[src/rtl/corr_pkg.sv]
package corr_pkg;

   // --------------------------------------------------------------------------
   // array sizes
   // --------------------------------------------------------------------------
   localparam int NANT   = 4;   // antennas, one bit re + one bit im each
   localparam int NPAIRS = 6;   // pairs == time slots, keep >= 3 for the rmw
   localparam int ACCUM  = 16;  // bits per accumulator
   localparam int SBITS  = 3;   // slot index width

   // one entry of the pair table
   typedef struct packed {
      logic [1:0] ant_a;        // first antenna
      logic [1:0] ant_b;        // second antenna
   } pair_t;

   // all six pairs of four antennas, entry 0 is (0,1)
   localparam pair_t [NPAIRS-1:0] DEFAULT_PAIRS = {
      pair_t'{ant_a: 2'd2, ant_b: 2'd3},
      pair_t'{ant_a: 2'd1, ant_b: 2'd3},
      pair_t'{ant_a: 2'd1, ant_b: 2'd2},
      pair_t'{ant_a: 2'd0, ant_b: 2'd3},
      pair_t'{ant_a: 2'd0, ant_b: 2'd2},
      pair_t'{ant_a: 2'd0, ant_b: 2'd1}
   };

   // --------------------------------------------------------------------------
   // stored visibility word
   // --------------------------------------------------------------------------
   typedef logic [ACCUM-1:0] acc_t;

   // real half sits above the imaginary half
   typedef struct packed {
      acc_t re;
      acc_t im;
   } vis_t;

endpackage
[src/rtl/corr_block_top.sv]
`timescale 1ns/100ps

module corr_block_top (
   input  logic                      clk_x,
   input  logic                      rst,
   // antenna samples
   input  logic                      en_i,
   input  logic [corr_pkg::NANT-1:0] re_i,
   input  logic [corr_pkg::NANT-1:0] im_i,
   input  logic                      sw_i,
   // visibility readout
   input  logic                      rd_req_i,
   input  logic [corr_pkg::SBITS:0]  rd_adr_i,
   output corr_pkg::acc_t            rd_dat_o,
   output logic                      rd_ack_o,
   // status
   output logic                      bank_o
);

   // --------------------------------------------------------------------------
   // producer to buffer, buffer to consumer
   // --------------------------------------------------------------------------
   logic [corr_pkg::SBITS:0] acc_rd_adr;
   corr_pkg::vis_t           acc_rd_dat;
   logic                     acc_we;
   logic [corr_pkg::SBITS:0] acc_wr_adr;
   corr_pkg::vis_t           acc_wr_dat;
   logic [corr_pkg::SBITS:0] pub_rd_adr;
   corr_pkg::vis_t           pub_rd_dat;

   vis_correlator #(
      .NANT   (corr_pkg::NANT),
      .NPAIRS (corr_pkg::NPAIRS),
      .ACCUM  (corr_pkg::ACCUM),
      .PAIRS  (corr_pkg::DEFAULT_PAIRS)
   ) u_corr (
      .clk_x        (clk_x),
      .rst          (rst),
      .en_i         (en_i),
      .sw_i         (sw_i),
      .re_i         (re_i),
      .im_i         (im_i),
      .acc_rd_adr_o (acc_rd_adr),
      .acc_rd_dat_i (acc_rd_dat),
      .acc_we_o     (acc_we),
      .acc_wr_adr_o (acc_wr_adr),
      .acc_wr_dat_o (acc_wr_dat),
      .bank_o       (bank_o)
   );

   vis_bank_buffer #(
      .NPAIRS (corr_pkg::NPAIRS),
      .ACCUM  (corr_pkg::ACCUM)
   ) u_buf (
      .clk_x        (clk_x),
      .acc_rd_adr_i (acc_rd_adr),
      .acc_rd_dat_o (acc_rd_dat),
      .acc_we_i     (acc_we),
      .acc_wr_adr_i (acc_wr_adr),
      .acc_wr_dat_i (acc_wr_dat),
      .pub_rd_adr_i (pub_rd_adr),
      .pub_rd_dat_o (pub_rd_dat)
   );

   // reads the bank opposite bank_o
   vis_bus_reader #(
      .NPAIRS (corr_pkg::NPAIRS),
      .ACCUM  (corr_pkg::ACCUM)
   ) u_rdr (
      .clk_x        (clk_x),
      .rst          (rst),
      .rd_req_i     (rd_req_i),
      .rd_adr_i     (rd_adr_i),
      .bank_i       (bank_o),
      .rd_dat_o     (rd_dat_o),
      .rd_ack_o     (rd_ack_o),
      .pub_rd_adr_o (pub_rd_adr),
      .pub_rd_dat_i (pub_rd_dat)
   );

endmodule

[src/rtl/vis_bus_reader.sv]
`timescale 1ns/100ps

module vis_bus_reader #(
   parameter int NPAIRS = corr_pkg::NPAIRS,
   parameter int ACCUM  = corr_pkg::ACCUM,
   localparam int SW = $clog2(NPAIRS),
   localparam int VW = 2 * ACCUM
) (
   input  logic             clk_x,
   input  logic             rst,
   input  logic             rd_req_i,
   input  logic [SW:0]      rd_adr_i,      // {slot, im select}
   input  logic             bank_i,        // active bank
   output logic [ACCUM-1:0] rd_dat_o,
   output logic             rd_ack_o,
   output logic [SW:0]      pub_rd_adr_o,
   input  logic [VW-1:0]    pub_rd_dat_i
);

   typedef enum logic [1:0] {
      ST_IDLE,
      ST_FETCH,     // address on the buffer
      ST_HOLD,      // data latched, ack up until req drops
      ST_RELEASE
   } state_t;

   state_t      state;
   logic        req_q;
   logic [SW:0] adr_q;

   // --------------------------------------------------------------------------
   // request and address capture
   // --------------------------------------------------------------------------
   always_ff @(posedge clk_x) begin
      if (rst)
         req_q <= 1'b0;
      else
         req_q <= rd_req_i;
   end

   // master keeps the address stable while req is up
   always_ff @(posedge clk_x) begin
      if (state == ST_IDLE)
         adr_q <= rd_adr_i;
   end

   assign pub_rd_adr_o = {~bank_i, adr_q[SW:1]};  // never the live bank

   // --------------------------------------------------------------------------
   // four-phase sequencing
   // --------------------------------------------------------------------------
   always_ff @(posedge clk_x) begin
      if (rst) begin
         state    <= ST_IDLE;
         rd_ack_o <= 1'b0;
      end else begin
         case (state)
            ST_IDLE:    if (req_q) state <= ST_FETCH;
            ST_FETCH:   state <= ST_HOLD;
            ST_HOLD: begin
               if (!rd_ack_o) begin
                  rd_ack_o <= 1'b1;        // data goes out with it
               end else if (!req_q) begin
                  rd_ack_o <= 1'b0;
                  state    <= ST_RELEASE;
               end
            end
            ST_RELEASE: state <= ST_IDLE;
            default:    state <= ST_IDLE;
         endcase
      end
   end

   // held output word, select 0 is the real half
   always_ff @(posedge clk_x) begin
      if (state == ST_HOLD && !rd_ack_o)
         rd_dat_o <= adr_q[0] ? pub_rd_dat_i[ACCUM-1:0] : pub_rd_dat_i[VW-1:ACCUM];
   end

endmodule

[src/rtl/vis_bank_buffer.sv]
`timescale 1ns/100ps

module vis_bank_buffer #(
   parameter int NPAIRS = corr_pkg::NPAIRS,
   parameter int ACCUM  = corr_pkg::ACCUM,
   localparam int SW = $clog2(NPAIRS),
   localparam int VW = 2 * ACCUM
) (
   input  logic          clk_x,
   // correlator side, read-modify-write
   input  logic [SW:0]   acc_rd_adr_i,
   output logic [VW-1:0] acc_rd_dat_o,
   input  logic          acc_we_i,
   input  logic [SW:0]   acc_wr_adr_i,
   input  logic [VW-1:0] acc_wr_dat_i,
   // reader side, inactive bank only
   input  logic [SW:0]   pub_rd_adr_i,
   output logic [VW-1:0] pub_rd_dat_o
);

   // --------------------------------------------------------------------------
   // storage, bank 0 in the lower half
   // --------------------------------------------------------------------------
   logic [VW-1:0] mem [2*NPAIRS];

   // {bank, slot} to a word index
   function automatic int unsigned word_idx(input logic [SW:0] adr);
      int unsigned base;
      base = adr[SW] ? NPAIRS : 0;
      return base + int'(adr[SW-1:0]);
   endfunction

   // single write port
   always_ff @(posedge clk_x) begin
      if (acc_we_i)
         mem[word_idx(acc_wr_adr_i)] <= acc_wr_dat_i;
   end

   // --------------------------------------------------------------------------
   // read ports, both registered
   // --------------------------------------------------------------------------

   // old value for the accumulator, a write in the same cycle is not seen
   always_ff @(posedge clk_x) begin
      acc_rd_dat_o <= mem[word_idx(acc_rd_adr_i)];
   end

   always_ff @(posedge clk_x) begin
      pub_rd_dat_o <= mem[word_idx(pub_rd_adr_i)];  // frozen bank
   end

endmodule

[src/rtl/vis_correlator.sv]
`timescale 1ns/100ps

module vis_correlator #(
   parameter int NANT   = corr_pkg::NANT,
   parameter int NPAIRS = corr_pkg::NPAIRS,
   parameter int ACCUM  = corr_pkg::ACCUM,
   parameter corr_pkg::pair_t [NPAIRS-1:0] PAIRS = corr_pkg::DEFAULT_PAIRS,
   localparam int SW = $clog2(NPAIRS),
   localparam int VW = 2 * ACCUM
) (
   input  logic            clk_x,
   input  logic            rst,
   input  logic            en_i,          // sample valid
   input  logic            sw_i,          // bank switch request
   input  logic [NANT-1:0] re_i,
   input  logic [NANT-1:0] im_i,
   output logic [SW:0]     acc_rd_adr_o,  // {bank, slot}
   input  logic [VW-1:0]   acc_rd_dat_i,
   output logic            acc_we_o,
   output logic [SW:0]     acc_wr_adr_o,
   output logic [VW-1:0]   acc_wr_dat_o,
   output logic            bank_o
);

   // --------------------------------------------------------------------------
   // stage 0: input registers
   // --------------------------------------------------------------------------
   logic            en_q;
   logic            sw_q;
   logic [NANT-1:0] re_q;
   logic [NANT-1:0] im_q;

   always_ff @(posedge clk_x) begin
      if (rst) begin
         en_q <= 1'b0;
         sw_q <= 1'b0;
      end else begin
         en_q <= en_i;
         sw_q <= sw_i;
      end
   end

   always_ff @(posedge clk_x) begin
      re_q <= re_i;
      im_q <= im_i;
   end

   // --------------------------------------------------------------------------
   // slot counter, bank swap and clear pass
   // --------------------------------------------------------------------------
   logic [SW-1:0] slot;
   logic          bank;   // active bank, internal copy
   logic          pend;   // switch seen, waiting for the wrap
   logic          clr;    // current pass overwrites instead of adding
   logic          last;
   logic          wrap;
   logic          swap;

   assign last = (slot == SW'(NPAIRS - 1));
   assign wrap = en_q && last;            // valid sample in the last slot
   assign swap = wrap && (pend || sw_q);  // late request still makes it

   always_ff @(posedge clk_x) begin
      if (rst) begin
         slot   <= '0;
         bank   <= 1'b0;
         pend   <= 1'b0;
         clr    <= 1'b1;   // first pass after reset starts from zero
         bank_o <= 1'b0;
      end else begin
         if (en_q)
            slot <= last ? '0 : slot + 1'b1;
         if (swap)
            pend <= 1'b0;
         else if (sw_q)
            pend <= 1'b1;
         // new epoch clears, a plain wrap ends the clear pass
         if (swap) begin
            bank <= ~bank;
            clr  <= 1'b1;
         end else if (wrap) begin
            clr  <= 1'b0;
         end
         bank_o <= bank;   // published one cycle behind the internal bank
      end
   end

   assign acc_rd_adr_o = {bank, slot};   // old value back next cycle

   // pair lookup and agreement counts
   corr_pkg::pair_t pr;
   logic            ra;
   logic            ia;
   logic            rb;
   logic            ib;
   logic [1:0]      add_re;
   logic [1:0]      add_im;

   assign pr = PAIRS[slot];
   assign ra = re_q[pr.ant_a];
   assign ia = im_q[pr.ant_a];
   assign rb = re_q[pr.ant_b];
   assign ib = im_q[pr.ant_b];

   assign add_re = {1'b0, ra ~^ rb} + {1'b0, ia ~^ ib};
   assign add_im = {1'b0, ia ~^ rb} + {1'b0, ra ^ ib};  // conj product sign

   // --------------------------------------------------------------------------
   // stage 1: counts travel with slot, bank and clear flag
   // --------------------------------------------------------------------------
   logic          vld1;
   logic [SW-1:0] slot1;
   logic          bank1;
   logic          clr1;
   logic [1:0]    add_re1;
   logic [1:0]    add_im1;

   always_ff @(posedge clk_x) begin
      if (rst)
         vld1 <= 1'b0;
      else
         vld1 <= en_q;
   end

   always_ff @(posedge clk_x) begin
      slot1   <= slot;
      bank1   <= bank;    // bank the sample belonged to
      clr1    <= clr;
      add_re1 <= add_re;
      add_im1 <= add_im;
   end

   // --------------------------------------------------------------------------
   // stage 2: add to old value, register the write
   // --------------------------------------------------------------------------
   logic [ACCUM-1:0] old_re;
   logic [ACCUM-1:0] old_im;
   logic [ACCUM-1:0] new_re;
   logic [ACCUM-1:0] new_im;

   assign old_re = acc_rd_dat_i[VW-1:ACCUM];
   assign old_im = acc_rd_dat_i[ACCUM-1:0];
   assign new_re = clr1 ? ACCUM'(add_re1) : old_re + ACCUM'(add_re1);  // wraps
   assign new_im = clr1 ? ACCUM'(add_im1) : old_im + ACCUM'(add_im1);

   always_ff @(posedge clk_x) begin
      if (rst)
         acc_we_o <= 1'b0;
      else
         acc_we_o <= vld1;
   end

   always_ff @(posedge clk_x) begin
      acc_wr_adr_o <= {bank1, slot1};
      acc_wr_dat_o <= {new_re, new_im};
   end

endmodule

[config.mk]
export PLATFORM = sky130hd
export DESIGN_NAME = corr_block_top
export DESIGN_NICKNAME = d
export VERILOG_FILES = /design/src/rtl/corr_pkg.sv /design/src/rtl/corr_block_top.sv /design/src/rtl/vis_bus_reader.sv /design/src/rtl/vis_bank_buffer.sv /design/src/rtl/vis_correlator.sv
export SDC_FILE = /design/constraint.sdc
export NUM_CORES = 1
export LEC_CHECK = 0
export BUFFER_PORTS_ARGS = -buffer_cell sky130_fd_sc_hd__buf_4
export CAP_MARGIN = 0
export CORE_MARGIN = 2
export CORE_UTILIZATION = 60
export DETAILED_ROUTE_END_ITERATION = 6
export PLACE_DENSITY = 0.77
export SLEW_MARGIN = 20
export SYNTH_ARGS = -nofsm -noshare
export SYNTH_HDL_FRONTEND = slang
export SYNTH_SLANG_ARGS = --single-unit
export TNS_END_PERCENT = 10
[constraint.sdc]
create_clock -name clk_x -period 8.4 [get_ports clk_x]
set_clock_uncertainty 0.15 [all_clocks]
set_input_delay 1.26 -clock clk_x [delete_from_list [all_inputs] [get_ports clk_x]]
set_output_delay 1.26 -clock clk_x [all_outputs]
set_load 0.03 [all_outputs]
# Yosys cells after proc, flatten, opt, wreduce, memory -nomap -nowiden
# Memory sizes are Yosys's and may differ from the RTL's. A register that Yosys moved wholly into a read port is not among the register bits.
# Index checks and enable logic that the tools add are counted.
[totals]
reg_bits = 88
ram_bits = 384
mem_bits_ro = 32
in_bits = 17
out_inout_bits = 18
wordCells = 83
memories = 2
[mem_list]
columns = ["name", "words", "width", "read_ports", "rd_clocked_by_memory_dff", "write_ports", "line_no", "rtl"]
rows = [
  ["u_buf.mem", 12, 32, 2, 2, 1, "vis_bank_buffer.sv:24", "logic [VW-1:0] mem [2*NPAIRS];"],
  ["(name not given)", 8, 4, 1, 1, 0, "vis_correlator.sv:99", "assign pr = PAIRS[slot];"],
]
[classes]
n_addsub = 8
order_cmp = 3
n_eq_ne = 7
n_mux = 26
n_bitwise = 5
n_reduce_logical = 8
[op_table]
columns = ["cell", "count"]
rows = [
  ["adder 16 x 2 -> 16 bit", 2],
  ["two-way mux 3 bit", 6],
  ["two-way mux 16 bit", 1],
  ["adder 4 x 3 -> 4 bit", 3],
  ["two-way mux 2 bit", 5],
  ["binary-select mux 1 bit (select 2 bit)", 4],
  ["two-way mux 1 bit", 8],
  ["one-hot mux 2 bit (4 select lines)", 1],
  ["less-than comparator 2 x 3 -> 1 bit (second input constant)", 2],
  ["adder 1 x 1 -> 2 bit", 2],
  ["== test 2 bit (second input constant)", 2],
  ["less-than comparator 3 x 4 -> 1 bit (second input constant)", 1],
  ["two-way mux 4 bit", 1],
  ["inequality test 2 x 1 -> 1 bit (second input constant)", 2],
  ["adder 3 x 1 -> 3 bit (second input constant)", 1],
  ["== test 3 bit (second input constant)", 1],
  ["logical AND 1 bit", 3],
  ["AND reduction 3 bit", 1],
  ["bitwise XNOR 1 bit", 3],
  ["== test 2 x 1 -> 1 bit (second input constant)", 1],
  ["logical NOT 2 bit", 1],
  ["inequality test 2 bit (second input constant)", 1],
  ["OR reduction 2 bit", 1],
  ["logical NOT 1 bit", 1],
  ["3 further kinds", 3],
]

# Logic depth before layout (Yosys ltp)
# Gate-level depths: netlist of run 1.
[depth]
ltp_word = 6
ltp_mapped = 9
depth_no_buf = 7

# Modules after synthesis
# A second synthesis of run 1 with hierarchy kept.
[unflattened]
hier_cells = 1530
area_unflattened_um2 = 23401.2
[modules_own_cells]
columns = ["mod", "instances", "cells_each", "area_per_inst_um2", "seq_area_each_um2"]
rows = [
  ["vis_bank_buffer", 1, 1228, 19800.2, 12812.3],
  ["vis_correlator", 1, 238, 2529.9, 1361.3],
  ["vis_bus_reader", 1, 64, 1071.0, 680.7],
]

# Least setup slack after synthesis of run 1
# OpenSTA, ideal clock, no wires.
[synth_path]
path_type = "register to register"
start = "reg u_corr.acc_wr_adr_o[3]"
end = "mem u_buf.mem[8][0] in the netlist's numbering, enable pin"
setup_time_ps = 501
arrival_ps = 4204
t_required_ps = 7749
setup_slack_ps = 3545
path_stages_with_launch = 4
n_path_buf = 0
synth_period_minus_slack_ps = 4855
path_cell_list = "dfxtp_1 -> ha_1 -> fa_1 -> nor4_1"
[synth_between]
elab_chain_len = 2
[synth_rtl]
columns = ["element", "line_no", "rtl"]
rows = [
  ["from (decl)", "vis_correlator.sv:20", "output logic [SW:0] acc_wr_adr_o,"],
  ["from (signal assigned)", "vis_correlator.sv:154", "acc_wr_adr_o <= {bank1, slot1};"],
  ["two-way mux 3 bit", "vis_bank_buffer.sv:29", "base = adr[SW] ? NPAIRS : 0;"],
  ["adder 4 x 3 -> 4 bit", "vis_bank_buffer.sv:30", "return base + int'(adr[SW-1:0]);"],
  ["to (decl)", "vis_bank_buffer.sv:24", ""],
]
# No other way between the ends.

# Worst setup path after layout of run 1
[layout_path]
start = "reg u_corr.acc_wr_adr_o[3]"
end = "mem u_buf.mem[10][14] in the netlist's numbering, enable pin"
# The elaborated chain is that of the path after synthesis.

==> flow_summary.json, run 1 <==
{
  "outcome": "complete, no violations",
  "post_synth_top_area_share_pct": 55.0,
  "rows": 70,
  "numPlacedInstances": 1682,
  "crit_type": "flip-flop to flip-flop",
  "first_pass_grt_wire_length_mm": 75.1,
  "design_power_mw": 6.59,
  "wl_mm": 50.2,
  "cts-resized-gates": 0,
  "power_leakage_nw": 8.56,
  "setup_viol_count_final": 0,
  "number_of_synthesized_flops_with_an_enable_pin": 404,
  "mappedNetlistNets": 1260,
  "cp-startpoint": "u_corr.acc_wr_adr_o[3]",
  "tritoncts": "yes",
  "ant_nets": 0,
  "worst_skew_pair.late_latency_ps": 600,
  "final_max_slew_viol_count": 0,
  "worstHoldPathType": "flip-flop to flip-flop",
  "finalCritPeriodShare_pct": 40.7,
  "wl_per_cell_um": 28.2,
  "cts_buffers": 52,
  "timing.critical_path.to_type": "flip-flop",
  "via_count": 12000,
  "synth_ff_type": "sky130_fd_sc_hd__edfxtp_1",
  "cts.sink_count": 540,
  "drt_iter0_drc": 1230,
  "tightest_pin_transition_ps": 1170,
  "crit_fanout": 24,
  "clk_root_buffer_cell": "sky130_fd_sc_hd__clkbuf_16",
  "die_h_um": 196,
  "synth-warning-count": 0,
  "critical_path_required_ps": 8480,
  "pin_count": 35,
  "dp_hpwl_mm": 27.9,
  "ctsLongestPathBuffers": 3,
  "timing.hold.ws_ps": 176,
  "final_hold_viol_count": 0,
  "r2r-end": "u_buf.mem[10][14]",
  "placeableCoreArea_sq_mm": 0.0364,
  "detail_route.vias_per_cell": 6.74,
  "synthDistinctLibCells": 42,
  "timing.final.crit_period_ps": 3420,
  "die_area_sq_mm": 0.0383,
  "grt_start_max_net_pins": 65,
  "synth_commonest_cells": "sky130_fd_sc_hd__edfxtp_1 (404), sky130_fd_sc_hd__mux4_2 (196), sky130_fd_sc_hd__dfxtp_1 (136)",
  "post-cts-setup-buffers": 0,
  "layoutNonFillerInstCount": 1777,
  "grt-ovfl-total": 0,
  "post_syn_area_per_cell_sq_um": 18.0,
  "synth_sequential_area_ratio_pct": 67.3,
  "crit_end": "u_buf.mem[10][14]",
  "critPathLaunchType": "flip-flop",
  "first_global_vias": 12600,
  "drive_above_1_share_pct": 29.3,
  "setup.reg_to_reg.worst_slack_ps": 4980,
  "design.final.nets": 1301,
  "detailedRoute.firstPassIterationCount": 5,
  "clock_slew_seen_by_the_registers_of_the_worst_setup_and_hold_paths_ps": 60,
  "share_of_flip_flops_with_an_asynchronous_set_or_reset_after_synthesis_pct": 0,
  "insertedDiodeCount": 0,
  "start_util_pct": 60.5,
  "fmax_mhz": 293,
  "rsz0062_at_grt": "no",
  "launch_instance_of_the_worst_register_to_register_path": "u_corr.acc_wr_adr_o[3]",
  "tns_ps": 0,
  "drv_cap": 0,
  "vdd_ir_drop_max_uv": 271,
  "antenna_found_initial": 0,
  "areaGrowthSynthToFinish_pct": 11.4,
  "number_of_hold_buffers_added_after_cts": 0,
  "ff2ff_path_depth": 5,
  "syn_inst": 1227,
  "cts.htree.levels": 2,
  "worst-endpoint-arrival_ps": 3500,
  "routabilityCongestion": 0.787,
  "floorplan.die.width_um": 196,
  "place.port_buffers": 34,
  "fill_cells": 2321,
  "synth-seq-cells": 540,
  "post_synth_instance_area_sq_mm": 0.0221,
  "drc": 0,
  "global_route.usage.total_pct": 27.0,
  "post_synth_main_area_contributors": "sky130_fd_sc_hd__edfxtp_1 (55%), sky130_fd_sc_hd__mux4_2 (20%), sky130_fd_sc_hd__dfxtp_1 (12%), sky130_fd_sc_hd__nor2_1 (1.9%), sky130_fd_sc_hd__nand2_1 (1.4%)",
  "synth.largest_area_cell": "sky130_fd_sc_hd__edfxtp_1",
  "timing.slew.headroom_pct": 22.1,
  "cellPowerDensity_mw_per_mm2": 268,
  "post-synth-top-count-cell": "sky130_fd_sc_hd__edfxtp_1"
}
[logic make-up after synthesis]
family	share of synthesized area [%]
multiplexers	21.2
flip-flops	67.3
AND/OR/NAND/NOR	5.09
AO/OA/AOI/OAI	2.49
XOR/XNOR	1.03
adder cells (fa/ha/maj)	1.08
buffers and inverters	1.76
[worst max-delay path, cell delays in order, from the launching register on]
cell	delay (ps)
sky130_fd_sc_hd__dfxtp_1	330
sky130_fd_sc_hd__ha_1	190
sky130_fd_sc_hd__fa_1	580
sky130_fd_sc_hd__nand2b_1	360
sky130_fd_sc_hd__nor3_2	900
sky130_fd_sc_hd__buf_4	540
[placed cells by master, fill, tap and decap left out, types with 8 or more instances in the layout]
| master | n |
|---|---|
| sky130_fd_sc_hd__edfxtp_1 | 404 |
| sky130_fd_sc_hd__mux2_2 | 20 |
| sky130_fd_sc_hd__buf_4 | 60 |
| sky130_fd_sc_hd__nor2_1 | 102 |
| sky130_fd_sc_hd__a21oi_1 | 12 |
| sky130_fd_sc_hd__ha_1 | 9 |
| sky130_fd_sc_hd__mux4_2 | 196 |
| sky130_fd_sc_hd__nor2b_1 | 11 |
| sky130_fd_sc_hd__nor2_4 | 8 |
| sky130_fd_sc_hd__xor2_1 | 10 |
| sky130_fd_sc_hd__xnor2_1 | 16 |
| sky130_fd_sc_hd__dfxtp_1 | 135 |
| sky130_fd_sc_hd__inv_1 | 15 |
| sky130_fd_sc_hd__o22ai_1 | 32 |
| sky130_fd_sc_hd__clkbuf_16 | 54 |
| sky130_fd_sc_hd__nand2_1 | 80 |
| sky130_fd_sc_hd__clkinv_2 | 16 |
| sky130_fd_sc_hd__clkbuf_1 | 10 |
| sky130_fd_sc_hd__a22oi_1 | 32 |
[worst min-delay path by stage]
stage                               start                     end  cells past startpoint
after floorplan           u_corr.slot1[0]  u_corr.acc_wr_adr_o[0]                      0
after global placement    u_corr.slot1[0]  u_corr.acc_wr_adr_o[0]                      0
after detailed placement  u_corr.slot1[0]  u_corr.acc_wr_adr_o[0]                      0
after CTS                 u_corr.slot1[0]  u_corr.acc_wr_adr_o[0]                      0
after global routing      u_corr.slot1[1]  u_corr.acc_wr_adr_o[1]                      0
final                     u_corr.slot1[0]  u_corr.acc_wr_adr_o[0]                      0
[flip-flops by register name, indices dropped and copies added, names as in the netlist, 3 cells and up]
register	flops
u_buf.mem	384
u_buf.acc_rd_dat_o	32
u_buf.pub_rd_dat_o	32
u_corr.acc_wr_dat_o	32
u_rdr.rd_dat_o	16
u_corr.acc_wr_adr_o	4
u_corr.im_q	4
u_corr.pr	4
u_corr.re_q	4
u_rdr.adr_q	4
u_corr.slot1	3
u_corr.slot	3
[metrics by stage]
step	util [%]	setup WS [ps]	area, sq um
6_report	67.5	4980	24600
5_1_grt	67.5	4840	24600
4_1_cts	67.5	4950	24600
3_5_place_dp	62.9	4980	22900
3_3_place_gp	62.9	5080	22900
2_1_floorplan	-	3540	22100
[per-layer routing]
metal | global-route usage (%) | wire length (um) | up-vias
met5 | 0 | 0 | -
met4 | 8.78 | 1360 | 0
met3 | 5.81 | 4820 | 102
met2 | 45.1 | 25000 | 609
met1 | 36.1 | 19000 | 6269
li1 | - | - | 4991
[final cells by class]
type,count,area (sq um),share of cell area (%)
inverters,15,56.3,0.229
clock inverters,25,206,0.840
flip-flops and latches,540,14900,60.4
repair buffers,60,450,1.83
multi-input cells,599,6960,28.3
well taps,468,586,2.38
clock buffers,70,1470,5.99
[where the power goes]
part / leakage (nW) / internal, mW / switching (mW) / total (mW)
logic: 2.55 / 0.545 / 0.637 / 1.18
clock network: 0.839 / 1.32 / 0.972 / 2.29
registers: 5.16 / 3.02 / 0.0912 / 3.12
total: 8.56 / 4.89 / 1.70 / 6.59
No activity file was read; power rests on OpenSTA's default activity.
==> run 2, diff against run 1 <==
Clock period 8.4 ns to 3.5 ns, I/O delays scaled along.
==> run 2 against run 1 <==
  * Cell area is 2.7% higher
  * Die area stayed put
  * Utilization is 1.8 points higher
  * Via count is 1.9% higher
  * First-iteration DRC count is 3.3% higher
  * Combinational power grew to 2.5 times the previous value
  * Worst hold slack worse by 78 ps
  * Worst setup slack worse by 4300 ps
  * Global-route usage is 1.1 points higher
  * Non-clock buffer count is 30 higher
  * Largest power group unchanged
  * Highest routed layer unchanged
==> flow_summary.json, run 2 (same netlist as run 1, synthesis figures left out) <==
{
  "outcome": "complete, no violations",
  "tightest_pin_transition_ps": 753,
  "crit_chain": "inv_1 > fa_4 > buf_4 > mux4_2 > o22ai_1 > nor2_1",
  "finalCritPeriodShare_pct": 80.7,
  "die_area_sq_mm": 0.0383,
  "worst_skew_pair.late_latency_ps": 600,
  "detailedRoute.firstPassIterationCount": 5,
  "regMostFlops": "u_buf.mem",
  "power.switching_fraction_pct": 25.4,
  "wl_mm": 52.2,
  "antenna_found_initial": 0,
  "cellInternalPower_mw": 12.2,
  "cts.htree.levels": 2,
  "mostFrequentLayoutCell": "sky130_fd_sc_hd__edfxtp_1",
  "wl_per_cell_um": 28.8,
  "cellPowerDensity_mw_per_mm2": 650,
  "worst-endpoint-arrival_ps": 3160,
  "critical_path_required_ps": 3830,
  "clock_slew_seen_by_the_registers_of_the_worst_setup_and_hold_paths_ps": 60,
  "crit_end": "u_buf.acc_rd_dat_o[30]",
  "setup_viol_count_final": 0,
  "dp_hpwl_mm": 29.9,
  "rsz0062_at_grt": "no",
  "routabilityCongestion": 0.760,
  "r2r-end": "u_buf.acc_rd_dat_o[30]",
  "fmax_mhz": 354,
  "largest_register_ff_count": 384,
  "pin_count": 35,
  "timing.final.crit_period_ps": 2820,
  "drc": 0,
  "crit_type": "flip-flop to flip-flop",
  "global_route.usage.total_pct": 28.1,
  "ctsLongestPathBuffers": 3,
  "timing.slew.headroom_pct": 49.3,
  "launch_instance_of_the_worst_register_to_register_path": "u_corr.slot[2]",
  "crit_fanout": 26,
  "finish.utilization_pct": 69.3,
  "tns_ps": 0,
  "place.port_buffers": 34,
  "mostFrequentLayoutCells": "sky130_fd_sc_hd__edfxtp_1 (404), sky130_fd_sc_hd__mux4_2 (196), sky130_fd_sc_hd__dfxtp_1 (135), sky130_fd_sc_hd__nor2_1 (102), sky130_fd_sc_hd__nand2_1 (80)",
  "placeableCoreArea_sq_mm": 0.0364,
  "drive_above_1_share_pct": 29.4,
  "vdd_ir_drop_max_uv": 516,
  "insertedDiodeCount": 0,
  "grt-ovfl-total": 0,
  "crit_path_max_incr_delay_ps": 910,
  "first_global_vias": 12700,
  "via_count": 12200,
  "rows": 70,
  "power.combinational.fraction_pct": 18.0,
  "design_power_mw": 16.4,
  "floorplan.die.width_um": 196,
  "power.share.clock_pct": 36.3,
  "critPathLaunchType": "flip-flop",
  "drt_iter0_drc": 1271,
  "die_h_um": 196,
  "final_max_slew_viol_count": 0,
  "areaGrowthSynthToFinish_pct": 14.5,
  "tritoncts": "yes",
  "cts.sink_count": 540,
  "part_of_the_power_in_registers_pct": 45.7,
  "design.final.nets": 1331,
  "clk_root_buffer_cell": "sky130_fd_sc_hd__clkbuf_16",
  "timing.critical_path.to_type": "flip-flop",
  "detail_route.vias_per_cell": 6.74,
  "cp-startpoint": "u_corr.slot[2]",
  "worstHoldPathType": "input port to flip-flop",
  "start_util_pct": 60.5,
  "p_sw_mw": 4.17,
  "grt_start_max_net_pins": 65,
  "ant_nets": 0,
  "cts_buffers": 52,
  "power_leakage_nw": 8.81,
  "first_pass_grt_wire_length_mm": 77.7,
  "worstHoldPathCells": 2,
  "cpMaxStageDelayCell": "sky130_fd_sc_hd__fa_4",
  "final_hold_viol_count": 0,
  "ff2ff_path_depth": 6,
  "cts-resized-gates": 0,
  "drv_cap": 0,
  "setup.reg_to_reg.worst_slack_ps": 680
}
## run 2: worst min path at each step
stage,endpoint,slack (ps),from
final,u_rdr.req_q,100,rst
after global routing,u_corr.sw_q,100,rst
after CTS,u_corr.en_q,80,rst
after detailed placement,u_corr.acc_wr_adr_o[1],160,u_corr.slot1[1]
after global placement,u_corr.acc_wr_adr_o[1],160,u_corr.slot1[1]
after floorplan,u_corr.acc_wr_adr_o[0],160,u_corr.slot1[0]
## run 2: power by group through the flow
stage	Clock, mW	Sequential (mW)	Combinational, mW
finish	5.95	7.50	2.96
global route	6.26	7.53	3.13
CTS	6.00	7.50	2.96
detailed placement	0	7.63	2.94
global placement	0	7.61	2.90
floorplan	0	7.59	2.00
## run 2: timing repair
action	4_1_cts	5_1_grt
hold buffers	15	0
setup buffers	0	0
endpoints found under the hold margin	15	0
## run 2: layout make-up
type                            instances  area, sq um
Clock inverter                         17          269
Inverter                               15         56.3
Clock buffer                           81         1570
Tap cell                              468          586
Multi-Input combinational cell        599         6970
Fill cell                            2263        11200
Sequential cell                       540        14900
Timing Repair Buffer                   90          938
## run 2: layer usage
metal | share of wire [%] | track usage (%) | vias to the layer above
met3 | 8.8 | 5.95 | 89
met1 | 38 | 37.9 | 6363
met2 | 50 | 47.0 | 693
met5 | 0 | 0 | -
li1 | - | - | 5057
met4 | 2.4 | 8.50 | 0
## run 2: critical path, delay by kind of cell (launching register included)
kind | cells | cell delay, ps
adders and majority gates | 1 | 910
AOI/OAI and AO/OA | 1 | 210
DFF | 1 | 430
muxes | 1 | 380
buffers and inverters | 2 | 550
and+or+nand+nor | 1 | 80
## run 2: through the flow
stage	area (sq um)	instances	setup WS, ps	hold slack, ps
floorplan	22100	1227	-633	160
global placement	23300	1697	800	161
detailed placement	23300	1697	699	163
CTS	25200	1810	686	81.4
global route	25200	1810	542	99.1
finish	25200	1810	677	98.4
==> run 3, diff against run 2 <==
Settings changed: CORE_UTILIZATION 60 to 56, PLACE_DENSITY 0.77 to 0.75.
Clock period 3.5 ns to 2.5 ns, I/O delays scaled along.
==> run 3 against run 2 <==
  * The run now ends with negative setup slack left
  * Combinational power is 63% higher
  * Clock power is 26% higher
  * Cell count is 5.0% higher
  * First-iteration DRC count is 0.16% higher
  * Non-clock buffer count is 41 higher
  * Via count is 1.4% higher
  * Fmax is 6.8% higher
  * Sequential share of layout area is 1.2 points lower
  * Utilization is 2.7 points lower
  * Critical endpoint is now u_buf.pub_rd_dat_o[12]
  * Largest power group unchanged
  * Highest routed layer is now met5
==> flow_summary.json, run 3 (same netlist as run 1, synthesis figures left out) <==
{
  "global_route.usage.total_pct": 26.4,
  "launch_instance_of_the_worst_register_to_register_path": "u_rdr.adr_q[2]",
  "fill_cells": 2524,
  "detail_route.vias_per_cell": 6.51,
  "rsz0062_at_grt": "yes",
  "layout.area.seq_sq_mm": 0.0149,
  "failed_checks": "negative setup slack",
  "drc": 0,
  "design.final.nets": 1373,
  "holdCritStartpoint": "u_corr.bank1",
  "ff2ff_path_depth": 7,
  "wl_per_cell_um": 27.6,
  "ctsLongestPathBuffers": 3,
  "pin_count": 35,
  "areaGrowthSynthToFinish_pct": 16.9,
  "clock_slew_seen_by_the_registers_of_the_worst_setup_and_hold_paths_ps": 60,
  "pre_cts_ws_ps": -88.0,
  "floorplan.die.width_um": 202,
  "timing.slew.headroom_pct": 61.9,
  "cts.htree.levels": 2,
  "insertedDiodeCount": 0,
  "cellInternalPower_mw": 16.8,
  "r2r-end": "u_buf.pub_rd_dat_o[12]",
  "cts_buffers": 53,
  "final_max_slew_viol_count": 0,
  "power.combinational.fraction_pct": 21.1,
  "finalCritPeriodShare_pct": 106,
  "critical_path_required_ps": 2820,
  "outcome": "finished, violations left",
  "power_leakage_nw": 8.98,
  "worstHoldPathCells": 0,
  "power.share.clock_pct": 32.8,
  "ant_nets": 0,
  "worstHoldPathType": "flip-flop to flip-flop",
  "part_of_the_power_in_registers_pct": 46.1,
  "timing.critical_path.to_type": "flip-flop",
  "wl_mm": 52.5,
  "start_util_pct": 56.9,
  "drive_above_1_share_pct": 31.8,
  "tightest_pin_transition_ps": 564,
  "grt_start_max_net_pins": 35,
  "mostFrequentLayoutCell": "sky130_fd_sc_hd__edfxtp_1",
  "setup_viol_count_final": 30,
  "first_global_vias": 12600,
  "cellPowerDensity_mw_per_mm2": 884,
  "largest_register_ff_count": 384,
  "routabilityCongestion": 0.815,
  "antenna_found_initial": 1,
  "mostFrequentLayoutCells": "sky130_fd_sc_hd__edfxtp_1 (404), sky130_fd_sc_hd__mux4_2 (196), sky130_fd_sc_hd__dfxtp_1 (132), sky130_fd_sc_hd__nor2_1 (102), sky130_fd_sc_hd__nand2_1 (80)",
  "final_hold_viol_count": 0,
  "timing.final.crit_period_ps": 2640,
  "dp_hpwl_mm": 31.0,
  "worst_skew_pair.late_latency_ps": 600,
  "drv_cap": 0,
  "hold_path_end": "u_corr.acc_wr_adr_o[3]",
  "via_count": 12400,
  "rows": 72,
  "die_area_sq_mm": 0.0410,
  "timing.hold.ws_ps": 176,
  "fin_area_sq_mm": 0.0258,
  "detailedRoute.firstPassIterationCount": 5,
  "place.port_buffers": 34,
  "first_pass_grt_wire_length_mm": 78.3,
  "vdd_ir_drop_max_uv": 566,
  "multi_input_comb_area_sq_mm": 0.00709,
  "clk_root_buffer_cell": "sky130_fd_sc_hd__clkbuf_16",
  "worst-endpoint-arrival_ps": 2970,
  "place_area_sq_mm": 0.0237,
  "layout_setup_ws_ps": -144,
  "fmax_mhz": 378,
  "cts.sink_count": 540,
  "critPathLaunchType": "flip-flop",
  "tritoncts": "yes",
  "crit_fanout": 8,
  "power.switching_fraction_pct": 26.2,
  "p_sw_mw": 5.97,
  "tns_ps": -2850,
  "die_h_um": 202,
  "placeableCoreArea_sq_mm": 0.0387,
  "drt_iter0_drc": 1273,
  "crit_type": "flip-flop to flip-flop",
  "setup.reg_to_reg.worst_slack_ps": -140,
  "regMostFlops": "u_buf.mem",
  "grt-ovfl-total": 0
}
run 3: per-stage QoR:
stage                     total power, mW  util (%)  cells
final                                22.8      66.5   1901
after global routing                 23.6      66.5   1901
after CTS                            22.8      66.3   1900
after detailed placement             14.9      61.3   1777
after global placement               14.8      61.3   1777
after floorplan                      13.4         -   1227
run 3: worst max-delay path, stage by stage (launching register included):
cell	delay (ps)
sky130_fd_sc_hd__edfxtp_1	450
sky130_fd_sc_hd__ha_4	190
sky130_fd_sc_hd__fa_4	830
sky130_fd_sc_hd__buf_6	160
sky130_fd_sc_hd__clkbuf_16	180
sky130_fd_sc_hd__mux4_2	290
sky130_fd_sc_hd__a22oi_1	200
sky130_fd_sc_hd__nand2_1	70
run 3: repair_timing:
item                                    in CTS  in global routing
setup buffers                                4                  0
hold endpoints to repair                    30                  0
resized for setup                           12                 13
hold buffers                                19                  0
endpoints found under the setup margin      34                 55
pin swaps                                   14                  3
cloned                                       2                  1
run 3: how the worst max path moves through the flow:
stage	from	endpoint	slack, ps	depth (start not counted)
CTS	u_rdr.adr_q[2]	u_buf.pub_rd_dat_o[14]	-100	7
floorplan	u_corr.acc_wr_adr_o[3]	u_buf.mem[0][0]	-180	4
finish	u_rdr.adr_q[2]	u_buf.pub_rd_dat_o[12]	-140	7
global placement	u_corr.bank_o	u_buf.pub_rd_dat_o[11]	-50	7
global route	u_rdr.adr_q[2]	u_buf.pub_rd_dat_o[30]	-180	7
detailed placement	u_rdr.adr_q[2]	u_buf.pub_rd_dat_o[11]	-90	6
run 3: area by class of cell:
cell class	count	share of cell area [%]
clock inverter	14	0.481
sequential	540	57.6
multi-input combinational	599	27.5
clock buffer	84	5.79
timing repair buffer	131	5.87
tap	518	2.51
inverter	15	0.218
run 3: metal layers:
metal	share of wire (%)	vias to the layer above	GRT usage, %
li1	-	5139	-
met1	39	6402	37.0
met2	48	730	41.7
met3	10	96	6.02
met4	2.6	2	8.94
met5	0.015	-	0
run 3: power by group through the flow:
stage          logic, mW  registers (mW)  clock network (mW)
2_1_floorplan       2.81            10.6                   0
3_3_place_gp        4.18            10.7                   0
3_5_place_dp        4.25            10.7                   0
4_1_cts             4.69            10.5                7.59
5_1_grt             5.07            10.5                7.95
6_report            4.81            10.5                7.48
